`src/verilog/pipePkg.sv`:
```
package pipePkg;

	// --------------------------------------------------
	// Sizes of the datapath and the two memories
	// --------------------------------------------------
	localparam int DATA_WIDTH = 16;
	localparam int REG_COUNT = 16;
	localparam int IMEM_DEPTH = 64;
	localparam int INSTR_WIDTH = 32;
	localparam int REG_ID_WIDTH = $clog2(REG_COUNT);
	localparam int PC_WIDTH = $clog2(IMEM_DEPTH);

	// One-hot opcode bits at the top of the word, a NOP has none of them set
	localparam int MOV_BIT = 31;
	localparam int SUB3_BIT = 30;
	localparam int ADD4_BIT = 29;
	localparam int ADD1_BIT = 28;

	// Register numbers live in the low byte of the word
	localparam int DST_LSB = 4;
	localparam int SRC_LSB = 0;

	typedef logic [DATA_WIDTH-1:0] dataT;
	typedef logic [REG_ID_WIDTH-1:0] regIdT;
	typedef logic [PC_WIDTH-1:0] pcT;
	typedef logic [INSTR_WIDTH-1:0] instrT;

	// Constants applied by the two arithmetic stages
	localparam dataT SUB_AMOUNT = dataT'(3);
	localparam dataT ADD_AMOUNT = dataT'(4);

	// --------------------------------------------------
	// Stage register contents
	// --------------------------------------------------
	typedef struct packed {
		logic mov;
		logic sub3;
		logic add4;
		logic add1;
	} opFlagsT;

	// Decoded instruction on its way into EX1
	typedef struct packed {
		opFlagsT ops;
		regIdT dst;
		dataT srcData;
		logic matchEx1;
		logic matchEx2;
	} idEx1T;

	// EX1 result on its way into EX2
	typedef struct packed {
		opFlagsT ops;
		regIdT dst;
		dataT data;
		logic matchEx1;
	} ex1Ex2T;

	// Writeback into the register file
	typedef struct packed {
		logic write;
		regIdT dst;
		dataT data;
	} wbT;

endpackage

```
`src/verilog/decodeStage.sv`:
```
`timescale 1ns/1ns

module decodeStage (
	input logic CLK,
	input logic RSTB,
	input pipePkg::opFlagsT idOps,
	input pipePkg::regIdT idSrc,
	input pipePkg::regIdT idDst,
	input pipePkg::ex1Ex2T ex2,
	input pipePkg::wbT wb,
	output logic stall,
	output pipePkg::idEx1T ex1
);

	pipePkg::dataT regFile [pipePkg::REG_COUNT];
	pipePkg::dataT srcData;
	// Source compares against the destinations further down the pipe
	logic matchEx1;
	logic matchEx2;

	// --------------------------------------------------
	// Register file
	// --------------------------------------------------
	// Cleared on reset so a program starts from all zeros
	always_ff @(posedge CLK or negedge RSTB)
	begin
		if (!RSTB)
		begin
			for (int i = 0; i < pipePkg::REG_COUNT; i++)
				regFile[i] <= '0;
		end
		else if (wb.write)
		begin
			regFile[wb.dst] <= wb.data;
		end
	end

	// The WB write lands at the end of this cycle, so a same-cycle read
	// of that register takes the value straight off the writeback bus
	always_comb
	begin
		if (wb.write && (wb.dst == idSrc))
			srcData = wb.data;
		else
			srcData = regFile[idSrc];
	end

	// --------------------------------------------------
	// Dependency detection
	// --------------------------------------------------
	assign matchEx1 = (idSrc == ex1.dst);
	assign matchEx2 = (idSrc == ex2.dst);

	// A SUB3 or ADD1 needs its operand at the start of EX1
	// An ADD4 or ADD1 in EX1 only has its result at the end of EX2
	// When both meet on the same register the consumer waits one cycle
	assign stall = matchEx1 && (idOps.sub3 || idOps.add1)
		&& (ex1.ops.add4 || ex1.ops.add1);

	// --------------------------------------------------
	// ID/EX1 register
	// --------------------------------------------------
	always_ff @(posedge CLK or negedge RSTB)
	begin
		if (!RSTB)
		begin
			ex1 <= '0;
		end
		else
		begin
			// Zero flags turn the stalled slot into a bubble
			ex1.ops <= stall ? '0 : idOps;
			ex1.dst <= idDst;
			ex1.srcData <= srcData;
			ex1.matchEx1 <= matchEx1;
			ex1.matchEx2 <= matchEx2;
		end
	end

endmodule

```
`src/verilog/ex1Stage.sv`:
```
`timescale 1ns/1ns

module ex1Stage (
	input logic CLK,
	input logic RSTB,
	input pipePkg::idEx1T ex1,
	input pipePkg::dataT ex2ForwardData,
	input pipePkg::wbT wb,
	output pipePkg::ex1Ex2T ex2
);

	logic takeEx2;
	logic takeWb;
	pipePkg::dataT operand;
	pipePkg::dataT result;

	// --------------------------------------------------
	// Operand forwarding
	// --------------------------------------------------
	// EX2 is the younger producer, so it wins over WB
	// Only SUB3 and MOV have a finished value while in EX2
	assign takeEx2 = ex1.matchEx1 && (ex2.ops.sub3 || ex2.ops.mov);
	assign takeWb = ex1.matchEx2 && wb.write;

	always_comb
	begin
		if (takeEx2)
			operand = ex2ForwardData;
		else if (takeWb)
			operand = wb.data;
		else
			operand = ex1.srcData;
	end

	// Subtract for SUB3 and ADD1, others skip the unit
	always_comb
	begin
		if (ex1.ops.sub3 || ex1.ops.add1)
			result = operand - pipePkg::SUB_AMOUNT;
		else
			result = operand;
	end

	// --------------------------------------------------
	// EX1/EX2 register
	// --------------------------------------------------
	always_ff @(posedge CLK or negedge RSTB)
	begin
		if (!RSTB)
		begin
			ex2 <= '0;
		end
		else
		begin
			ex2.ops <= ex1.ops;
			ex2.dst <= ex1.dst;
			ex2.data <= result;
			// EX2 needs to know if its source was the instruction now entering WB
			ex2.matchEx1 <= ex1.matchEx1;
		end
	end

endmodule

```
`src/verilog/ex2Stage.sv`:
```
`timescale 1ns/1ns

module ex2Stage (
	input logic CLK,
	input logic RSTB,
	input pipePkg::ex1Ex2T ex2,
	input pipePkg::wbT wb,
	output pipePkg::dataT ex2ForwardData,
	output pipePkg::wbT wbOut
);

	logic takeWb;
	pipePkg::dataT result;

	// ADD4 and MOV skipped EX1, so a producer now in WB may still be
	// owed to them here
	assign takeWb = ex2.matchEx1 && (ex2.ops.add4 || ex2.ops.mov) && wb.write;

	// Corrected value, also what EX1 sees when it forwards from EX2
	assign ex2ForwardData = takeWb ? wb.data : ex2.data;

	// Add for ADD4 and ADD1, others skip the unit
	always_comb
	begin
		if (ex2.ops.add4 || ex2.ops.add1)
			result = ex2ForwardData + pipePkg::ADD_AMOUNT;
		else
			result = ex2ForwardData;
	end

	// --------------------------------------------------
	// EX2/WB register
	// --------------------------------------------------
	always_ff @(posedge CLK or negedge RSTB)
	begin
		if (!RSTB)
		begin
			wbOut <= '0;
		end
		else
		begin
			// Every real instruction writes, bubbles and NOPs do not
			wbOut.write <= |ex2.ops;
			wbOut.dst <= ex2.dst;
			wbOut.data <= result;
		end
	end

endmodule

```
`src/verilog/fetchStage.sv`:
```
`timescale 1ns/1ns

module fetchStage (
	input logic CLK,
	input logic RSTB,
	input logic imemWrite,
	input pipePkg::pcT imemAddr,
	input pipePkg::instrT imemData,
	input logic run,
	input logic stall,
	output pipePkg::opFlagsT idOps,
	output pipePkg::regIdT idSrc,
	output pipePkg::regIdT idDst
);

	// Instruction memory, filled by the loader before the run starts
	pipePkg::instrT imem [pipePkg::IMEM_DEPTH];
	pipePkg::pcT pc;
	pipePkg::instrT fetchWord;

	// Load port writes one word per clock
	always_ff @(posedge CLK)
	begin
		if (imemWrite)
			imem[imemAddr] <= imemData;
	end

	// Asynchronous read at the current PC
	assign fetchWord = imem[pc];

	// --------------------------------------------------
	// PC and IF/ID register
	// --------------------------------------------------
	always_ff @(posedge CLK or negedge RSTB)
	begin
		if (!RSTB)
		begin
			pc <= '0;
			idOps <= '0;
			idSrc <= '0;
			idDst <= '0;
		end
		else if (!run)
		begin
			// Not running yet, so the PC waits and ID sees a bubble
			idOps <= '0;
		end
		else if (!stall)
		begin
			pc <= pc + 1'b1;
			idOps.mov <= fetchWord[pipePkg::MOV_BIT];
			idOps.sub3 <= fetchWord[pipePkg::SUB3_BIT];
			idOps.add4 <= fetchWord[pipePkg::ADD4_BIT];
			idOps.add1 <= fetchWord[pipePkg::ADD1_BIT];
			idSrc <= fetchWord[pipePkg::SRC_LSB +: pipePkg::REG_ID_WIDTH];
			idDst <= fetchWord[pipePkg::DST_LSB +: pipePkg::REG_ID_WIDTH];
		end
		// Under stall the PC and IF/ID keep their contents
	end

endmodule

```
`src/verilog/pipelineTop.sv`:
```
`timescale 1ns/1ns

module pipelineTop (
	input logic CLK,
	input logic RSTB,
	input logic imemWrite,
	input pipePkg::pcT imemAddr,
	input pipePkg::instrT imemData,
	input logic run,
	output pipePkg::wbT wb,
	output logic stall
);

	// IF/ID fields
	pipePkg::opFlagsT idOps;
	pipePkg::regIdT idSrc;
	pipePkg::regIdT idDst;
	// Stage registers further down
	pipePkg::idEx1T ex1;
	pipePkg::ex1Ex2T ex2;
	// EX2 operand after its own WB forward, fed back to EX1
	pipePkg::dataT ex2ForwardData;

	// --------------------------------------------------
	// Stage instances
	// --------------------------------------------------
	fetchStage i_fetchStage (
		.CLK(CLK),
		.RSTB(RSTB),
		.imemWrite(imemWrite),
		.imemAddr(imemAddr),
		.imemData(imemData),
		.run(run),
		.stall(stall),
		.idOps(idOps),
		.idSrc(idSrc),
		.idDst(idDst)
	);

	decodeStage i_decodeStage (
		.CLK(CLK),
		.RSTB(RSTB),
		.idOps(idOps),
		.idSrc(idSrc),
		.idDst(idDst),
		.ex2(ex2),
		.wb(wb),
		.stall(stall),
		.ex1(ex1)
	);

	ex1Stage i_ex1Stage (
		.CLK(CLK),
		.RSTB(RSTB),
		.ex1(ex1),
		.ex2ForwardData(ex2ForwardData),
		.wb(wb),
		.ex2(ex2)
	);

	// The writeback leaves here and is looped back into the stages above
	ex2Stage i_ex2Stage (
		.CLK(CLK),
		.RSTB(RSTB),
		.ex2(ex2),
		.wb(wb),
		.ex2ForwardData(ex2ForwardData),
		.wbOut(wb)
	);

endmodule
```
`config.mk`:
```
export PLATFORM = sky130hd
export DESIGN_NAME = pipelineTop
export DESIGN_NICKNAME = d
export VERILOG_FILES = /design/src/verilog/pipePkg.sv /design/src/verilog/decodeStage.sv /design/src/verilog/ex1Stage.sv /design/src/verilog/ex2Stage.sv /design/src/verilog/fetchStage.sv /design/src/verilog/pipelineTop.sv
export SDC_FILE = /design/constraint.sdc
export NUM_CORES = 1
export LEC_CHECK = 0
export BUFFER_PORTS_ARGS = -buffer_cell sky130_fd_sc_hd__buf_2
export CAP_MARGIN = 25
export CORE_MARGIN = 3
export CORE_UTILIZATION = 35
export DETAILED_ROUTE_END_ITERATION = 10
export SYNTH_ARGS = -nofsm -noshare
export SYNTH_HDL_FRONTEND = slang
export SYNTH_SLANG_ARGS = --single-unit
```
`constraint.sdc`:
```
create_clock -name CLK -period 5.6 [get_ports CLK]
set_clock_uncertainty 0.2 [all_clocks]
set_input_delay 0.28 -clock CLK [delete_from_list [all_inputs] [get_ports CLK]]
set_output_delay 0.28 -clock CLK [all_outputs]
set_load 0.1 [all_outputs]
```
# Word-level counts from Yosys, hierarchy flattened
# Memory sizes are Yosys's and may differ from the RTL's.
# Index checks and enable logic that the tools add are counted.
# word_totals
elab_cells	88
ram_bits	2048
register_bits	346
output_inout_bits	22
memories	1
input_bits	42
# classes
magnitude_cmp	3
n_bitwise	3
eq_ne	4
addsub	3
n_reduce_logical	16
n_mux	17
# mem_list
memory	words	word_bits	read_ports	rd_clocked_by_memory_dff	write_ports	line	rtl
i_fetchStage.imem	64	32	1	0	1	fetchStage.sv:17	pipePkg::instrT imem [pipePkg::IMEM_DEPTH];
# op_table
op	count
$bwmux W256	1
$mux W16	9
$bmux W16 S4	1
$demux W16 S4	1
$add A16 B3 Y16 const B	1
$sub A16 B2 Y16 const B	1
$eq A4 B4 Y1	3
$mux W4	3
$ge A5 B5 Y1 const B	2
$not A4 Y5	2
$logic_and A1 B1 Y1	8
$add A6 B1 Y6 const B	1
$logic_or A1 B1 Y1	6
$lt A5 B1 Y1 const B	1
$reduce_or A4 Y1	1
$mux W1	2
$ne A2 B2 Y1 const B	1
$reduce_and A2 Y1	1
$not A1 Y1	1

# Depth between registers and ports, before layout
# logic_depth
word_depth	7
depth_mapped	11
mapped_depth_nobuf	8

# Hierarchy
# A second synthesis with hierarchy kept.
# unflattened
hier_cells	2498
hier_area_um2	45991.6
# modules_own_cells
mod	instances	area_each_um2	seq_area_each_um2	cells_each
fetchStage	1	30301.6	23512.6	1390
decodeStage	1	12697.2	7056.8	780
ex1Stage	1	1725.4	625.6	196
ex2Stage	1	1267.5	525.5	132

# Least setup slack after synthesis
# OpenSTA, ideal clock, no wires.
# synth_timing
path_kind	register to register
from	register i_ex2Stage.wbOut[20] (netlist bit)
to	register, netlist name i_ex1Stage.ex2[15]
setup_time_ns	0.131
arrival_time_ns	3.143
path_stages_with_launch	10
n_path_buf	1
slack_ns	2.125
t_required_ns	5.269
cell_sequence	dfrtp_1 -> buf_4 -> o211a_1 -> mux2i_1 -> o221a_2 -> ha_1 -> nor2_1 -> nor4bb_1 -> nand4_1 -> xor2_1
# synth_via
elab_chain_len	5
word_cells_on_any_way	7
classes_between	1 x add/sub; 4 x mux; 2 x reduce/logical
# synth_rtl
item	line	rtl
from (decl)	ex2Stage.sv:9	output pipePkg::wbT wbOut
$logic_and A1 B1 Y1, on equally long branches	ex1Stage.sv:23, ex2Stage.sv:17	
$mux W16, on equally long branches	ex1Stage.sv:29, ex2Stage.sv:20	
$mux W16 (*)	ex1Stage.sv:27	if (takeEx2)
$sub A16 B2 Y16	ex1Stage.sv:39	result = operand - pipePkg::SUB_AMOUNT;
$mux W16 (*)	ex1Stage.sv:38	if (ex1.ops.sub3 || ex1.ops.add1)
via i_ex1Stage.result[14]	ex1Stage.sv:15	pipePkg::dataT result;
# The timed path passes the listed nets; every way through them passes the cells marked *.
# A chain may end at the register's enable or synchronous reset.

# Final worst setup path
# layout_timing
from	register i_fetchStage.idSrc[1]
to	output stall
# layout_via
elab_chain_len	3
# layout_rtl
item	line	rtl
from (decl)	fetchStage.sv:12	output pipePkg::regIdT idSrc,
from (signal assigned)	fetchStage.sv:55	idSrc <= fetchWord[pipePkg::SRC_LSB +: pipePkg::REG_ID_WIDTH];
$eq A4 B4 Y1	decodeStage.sv:51	assign matchEx1 = (idSrc == ex1.dst);
via i_decodeStage.matchEx1	decodeStage.sv:18	logic matchEx1;
$logic_and A1 B1 Y1	decodeStage.sv:57	assign stall = matchEx1 && (idOps.sub3 || idOps.add1)
$logic_and A1 B1 Y1	decodeStage.sv:58	&& (ex1.ops.add4 || ex1.ops.add1);
to (decl)	pipelineTop.sv:11	output logic stall
# The timed path passes the listed nets, and every way through them passes these cells.

==> impl_results.md <==
- Outcome: complete, but fails checks
- Failing checks: hold timing
- Fmax: 229 MHz
- Post-synth ARST share: 31.1%
- Fin. max-slew vios: 0
- DP Area: between 40000 and 50000 um^2
- CTS root buffer: clkbuf_16
- CTS tree: done
- Setup CP Type: register to output port
- Worst Setup SP: i_fetchStage.idSrc[1]
- R2r setup slk: 1.75 ns
- Comb power frac: 31.6%
- Wire per inst: 24.6 um
- Area leader, netlist: edfxtp_1
- CP max-delay cell: dfrtp_2
- Worst setup path end: stall
- Class of the worst hold path: primary input to asynchronous set/reset pin
- Most used DFF post-synth: edfxtp_1
- Seq/Total Area, Yosys: a little over two thirds
- Worst R2R Path Depth: 9
- Number of enable flip-flop cells after synthesis: 768
- CP endpoint kind: output port
- IO Count: 64
- RePlAce Congestion: 0.807
- Vias in the first global route: around 25000
- CP peak stage delay: ~1.0 ns
- Yosys reg bits: 1114
- CP required: ~5.1 ns
- Initial core utilization: 35.5%
- Pint: 18100 uW
- Clock transition at the registers of the reported paths: 0.06 ns
- Sw frac: 32.9%
- Max-slew headroom: 27.5%
- Hold WS: -0.0131 ns
- Final Power: 27000 uW
- Yosys top cell area share: between 50% and 60%
- Max IR drop VDD: 0.575 mV
- CP arrival: 3.89 ns
- Top post-synthesis cells by area: edfxtp_1 51%, dfrtp_1 19%, mux4_2 12%
- Buffers on Ports: 43
- Row cnt: 131
- Gr usage total: 15.9%
- Clock share of power: approximately 27%
- Cells along the critical path: xor2_1, nor4_1, and3_1, buf_2
- Mapped Nets: 2477
- Crit start category: register
- Layout cells sized above 1: around a third
- Max Cap Viol: 0
- Min cycle time layout: ~4.4 ns
- Max FO, Critical Path: 33
- RSZ-0062 raised after global routing: false
- Mapped Cells: 2433
- P_sw: 8870 uW
- H-tree Lvls: 3
- Post-route design area: 52000 um^2
- Largest net degree at the start of global routing: between 100 and 150
- DRT antenna net count: 0
- Remaining DRCs: 0
- Crit share post-route: 78.1%
- Yosys cell types: 63
- Syn Area/Cell: 18.7 um^2
- Remaining Overflow, GRT: 0
- Capturing point of the worst reg2reg path: i_ex1Stage.ex2[15]
- Clk sinks: 1114
- Core region area: 129000 um^2
- Initial antenna violation count: 3
- Leakage: 0.0186 uW
- R2r startpoint: i_ex2Stage.wbOut[20]
- Die area: 135000 um^2
- Detail Placement HPWL: about 65000 um
- Fin. Hold Viols: 3
- Synth warn: 0
- Area grow syn2layout: 14.1%
- Detailed Route WL: 108000 um
- Sequential Power Share: between 40% and 50%
- Fin Setup TNS: 0 ns
- Commonest cells after routing, fill and taps aside: 768 x edfxtp_1, 341 x dfrtp_1, 293 x mux2_2
- Mapped Area: ~46000 um^2
- Die height: 367 um
- Final #Nets: 2595
- Vias per cell: 5.31
- Num CTS Buffers: 113
- PD cells: 518 nW/um^2
- Via count: 23200
- Worst-Skew Late Latency: 0.71 ns
- First-pass GRT wire length: 162000 um
- Die W: 367 um
- Worst slew pin tran: 1.08 ns
- Final setup fails: 0
- Most common cell after layout, fill and taps aside: edfxtp_1
- Max Root-Sink Buffers: 3
- Iteration count of the initial detailed-routing pass: 6
- Starting DRC count in detailed routing: 1925
[per-layer routing]
layer / GRT usage, % / vias up / wire length (um)
met5: 0 / - / 12
met4: 4.65 / 2 / 2610
met3: 3.21 / 158 / 6690
met2: 26.6 / 699 / 53400
met1: 21.1 / 12500 / 45100
li1: - / 9911 / -
[state kept, by name, indices dropped and copies added, names as in the netlist]
register / count
i_fetchStage.pc: 6
i_fetchStage.idDst: 4
i_decodeStage.ex1: 26
i_fetchStage.idOps: 4
i_fetchStage.idSrc: 4
i_decodeStage.regFile: 256
i_ex2Stage.wbOut: 21
i_fetchStage.imem: 768
i_ex1Stage.ex2: 25
[cell usage after synthesis (3+ instances only)]
cell	number
dfrtp_1	346
o22ai_1	13
buf_1	13
nor3_1	11
edfxtp_1	768
buf_2	20
o21ai_0	9
nor2b_1	22
nand3_1	22
nand2b_1	8
a31oi_1	8
mux4_2	251
a21oi_1	23
o221a_2	7
nor4b_1	4
nand3b_1	7
or4_1	9
xor2_1	26
inv_1	4
a221oi_1	9
mux2i_1	109
mux2_2	293
xnor2_1	23
clkbuf_1	102
buf_6	12
or3_1	13
nand2_1	56
a211oi_1	14
a22oi_1	36
and2_1	3
o221ai_1	6
nor4_1	10
and3_1	3
nor2_1	111
buf_4	15
nand4_1	11
[layout make-up]
cell class	count	area (um^2)
diodes	2	5.00
clock buffers	150	3160
clock inverters	63	478
fillers	11400	76500
inverters	7	26.3
multi-input cells	1149	13100
flip-flops and latches	1114	31700
well taps	1729	2160
repair buffers	166	1330
[timing repair]
action,4_1_cts,5_1_grt
buffers inserted,0,0
hold endpoints to repair,138,172
hold buffers,6,4
resized for setup,0,0
[through the flow]
stage	hold slack [ns]	util (%)	std cells	worst slack, ns
2_1_floorplan	-0.216	-	2433	2.13
3_3_place_gp	0.160	37.4	4138	1.68
3_5_place_dp	0.180	37.5	4150	1.78
4_1_cts	0.0273	40.4	4369	1.11
5_1_grt	0.0519	40.5	4378	1.01
6_report	-0.0131	40.5	4380	1.23
[how the worst min path moves through the flow]
stage	to	slack, ns	cells after the start
floorplan	i_decodeStage.ex1[0]	-0.22	0
global placement	i_decodeStage.regFile[112]	0.16	1
detailed placement	i_decodeStage.regFile[64]	0.18	1
CTS	i_decodeStage.regFile[96]	0.03	2
global route	i_decodeStage.regFile[96]	0.05	2
finish	i_decodeStage.regFile[96]	-0.01	2
[cell families (layout without fill, tap and decap cells)]
family | Yosys count | in the layout | share of synthesized area [%]
AO/OA/AOI/OAI | 147 | 147 | 2.41
XOR/XNOR | 49 | 49 | 0.941
adder cells (fa/ha/maj) | 2 | 2 | 0.0549
buffers and inverters | 170 | 386 | 1.78
flip-flops | 1114 | 1114 | 69.6
multiplexers | 654 | 654 | 22.1
other | 0 | 2 | 0
AND/OR/NAND/NOR | 297 | 297 | 3.18
[power by group through the flow]
stage	Combinational, uW	Sequential [uW]	Clock, uW
after floorplan	6320	11000	0
final	8530	11100	7290
after global routing	9110	11300	7780
after global placement	8420	11200	0
after detailed placement	8580	11300	0
after CTS	8610	11200	7450
[worst max-delay path: cells and delay by family (launching register included)]
kind / cells / cell delay, ns
buffers and inverters: 1 / 0.54
and+or+nand+nor: 2 / 1.46
DFF: 1 / 1.03
xor gates and xnor gates: 1 / 0.14
(Power assumes the default switching activity.)
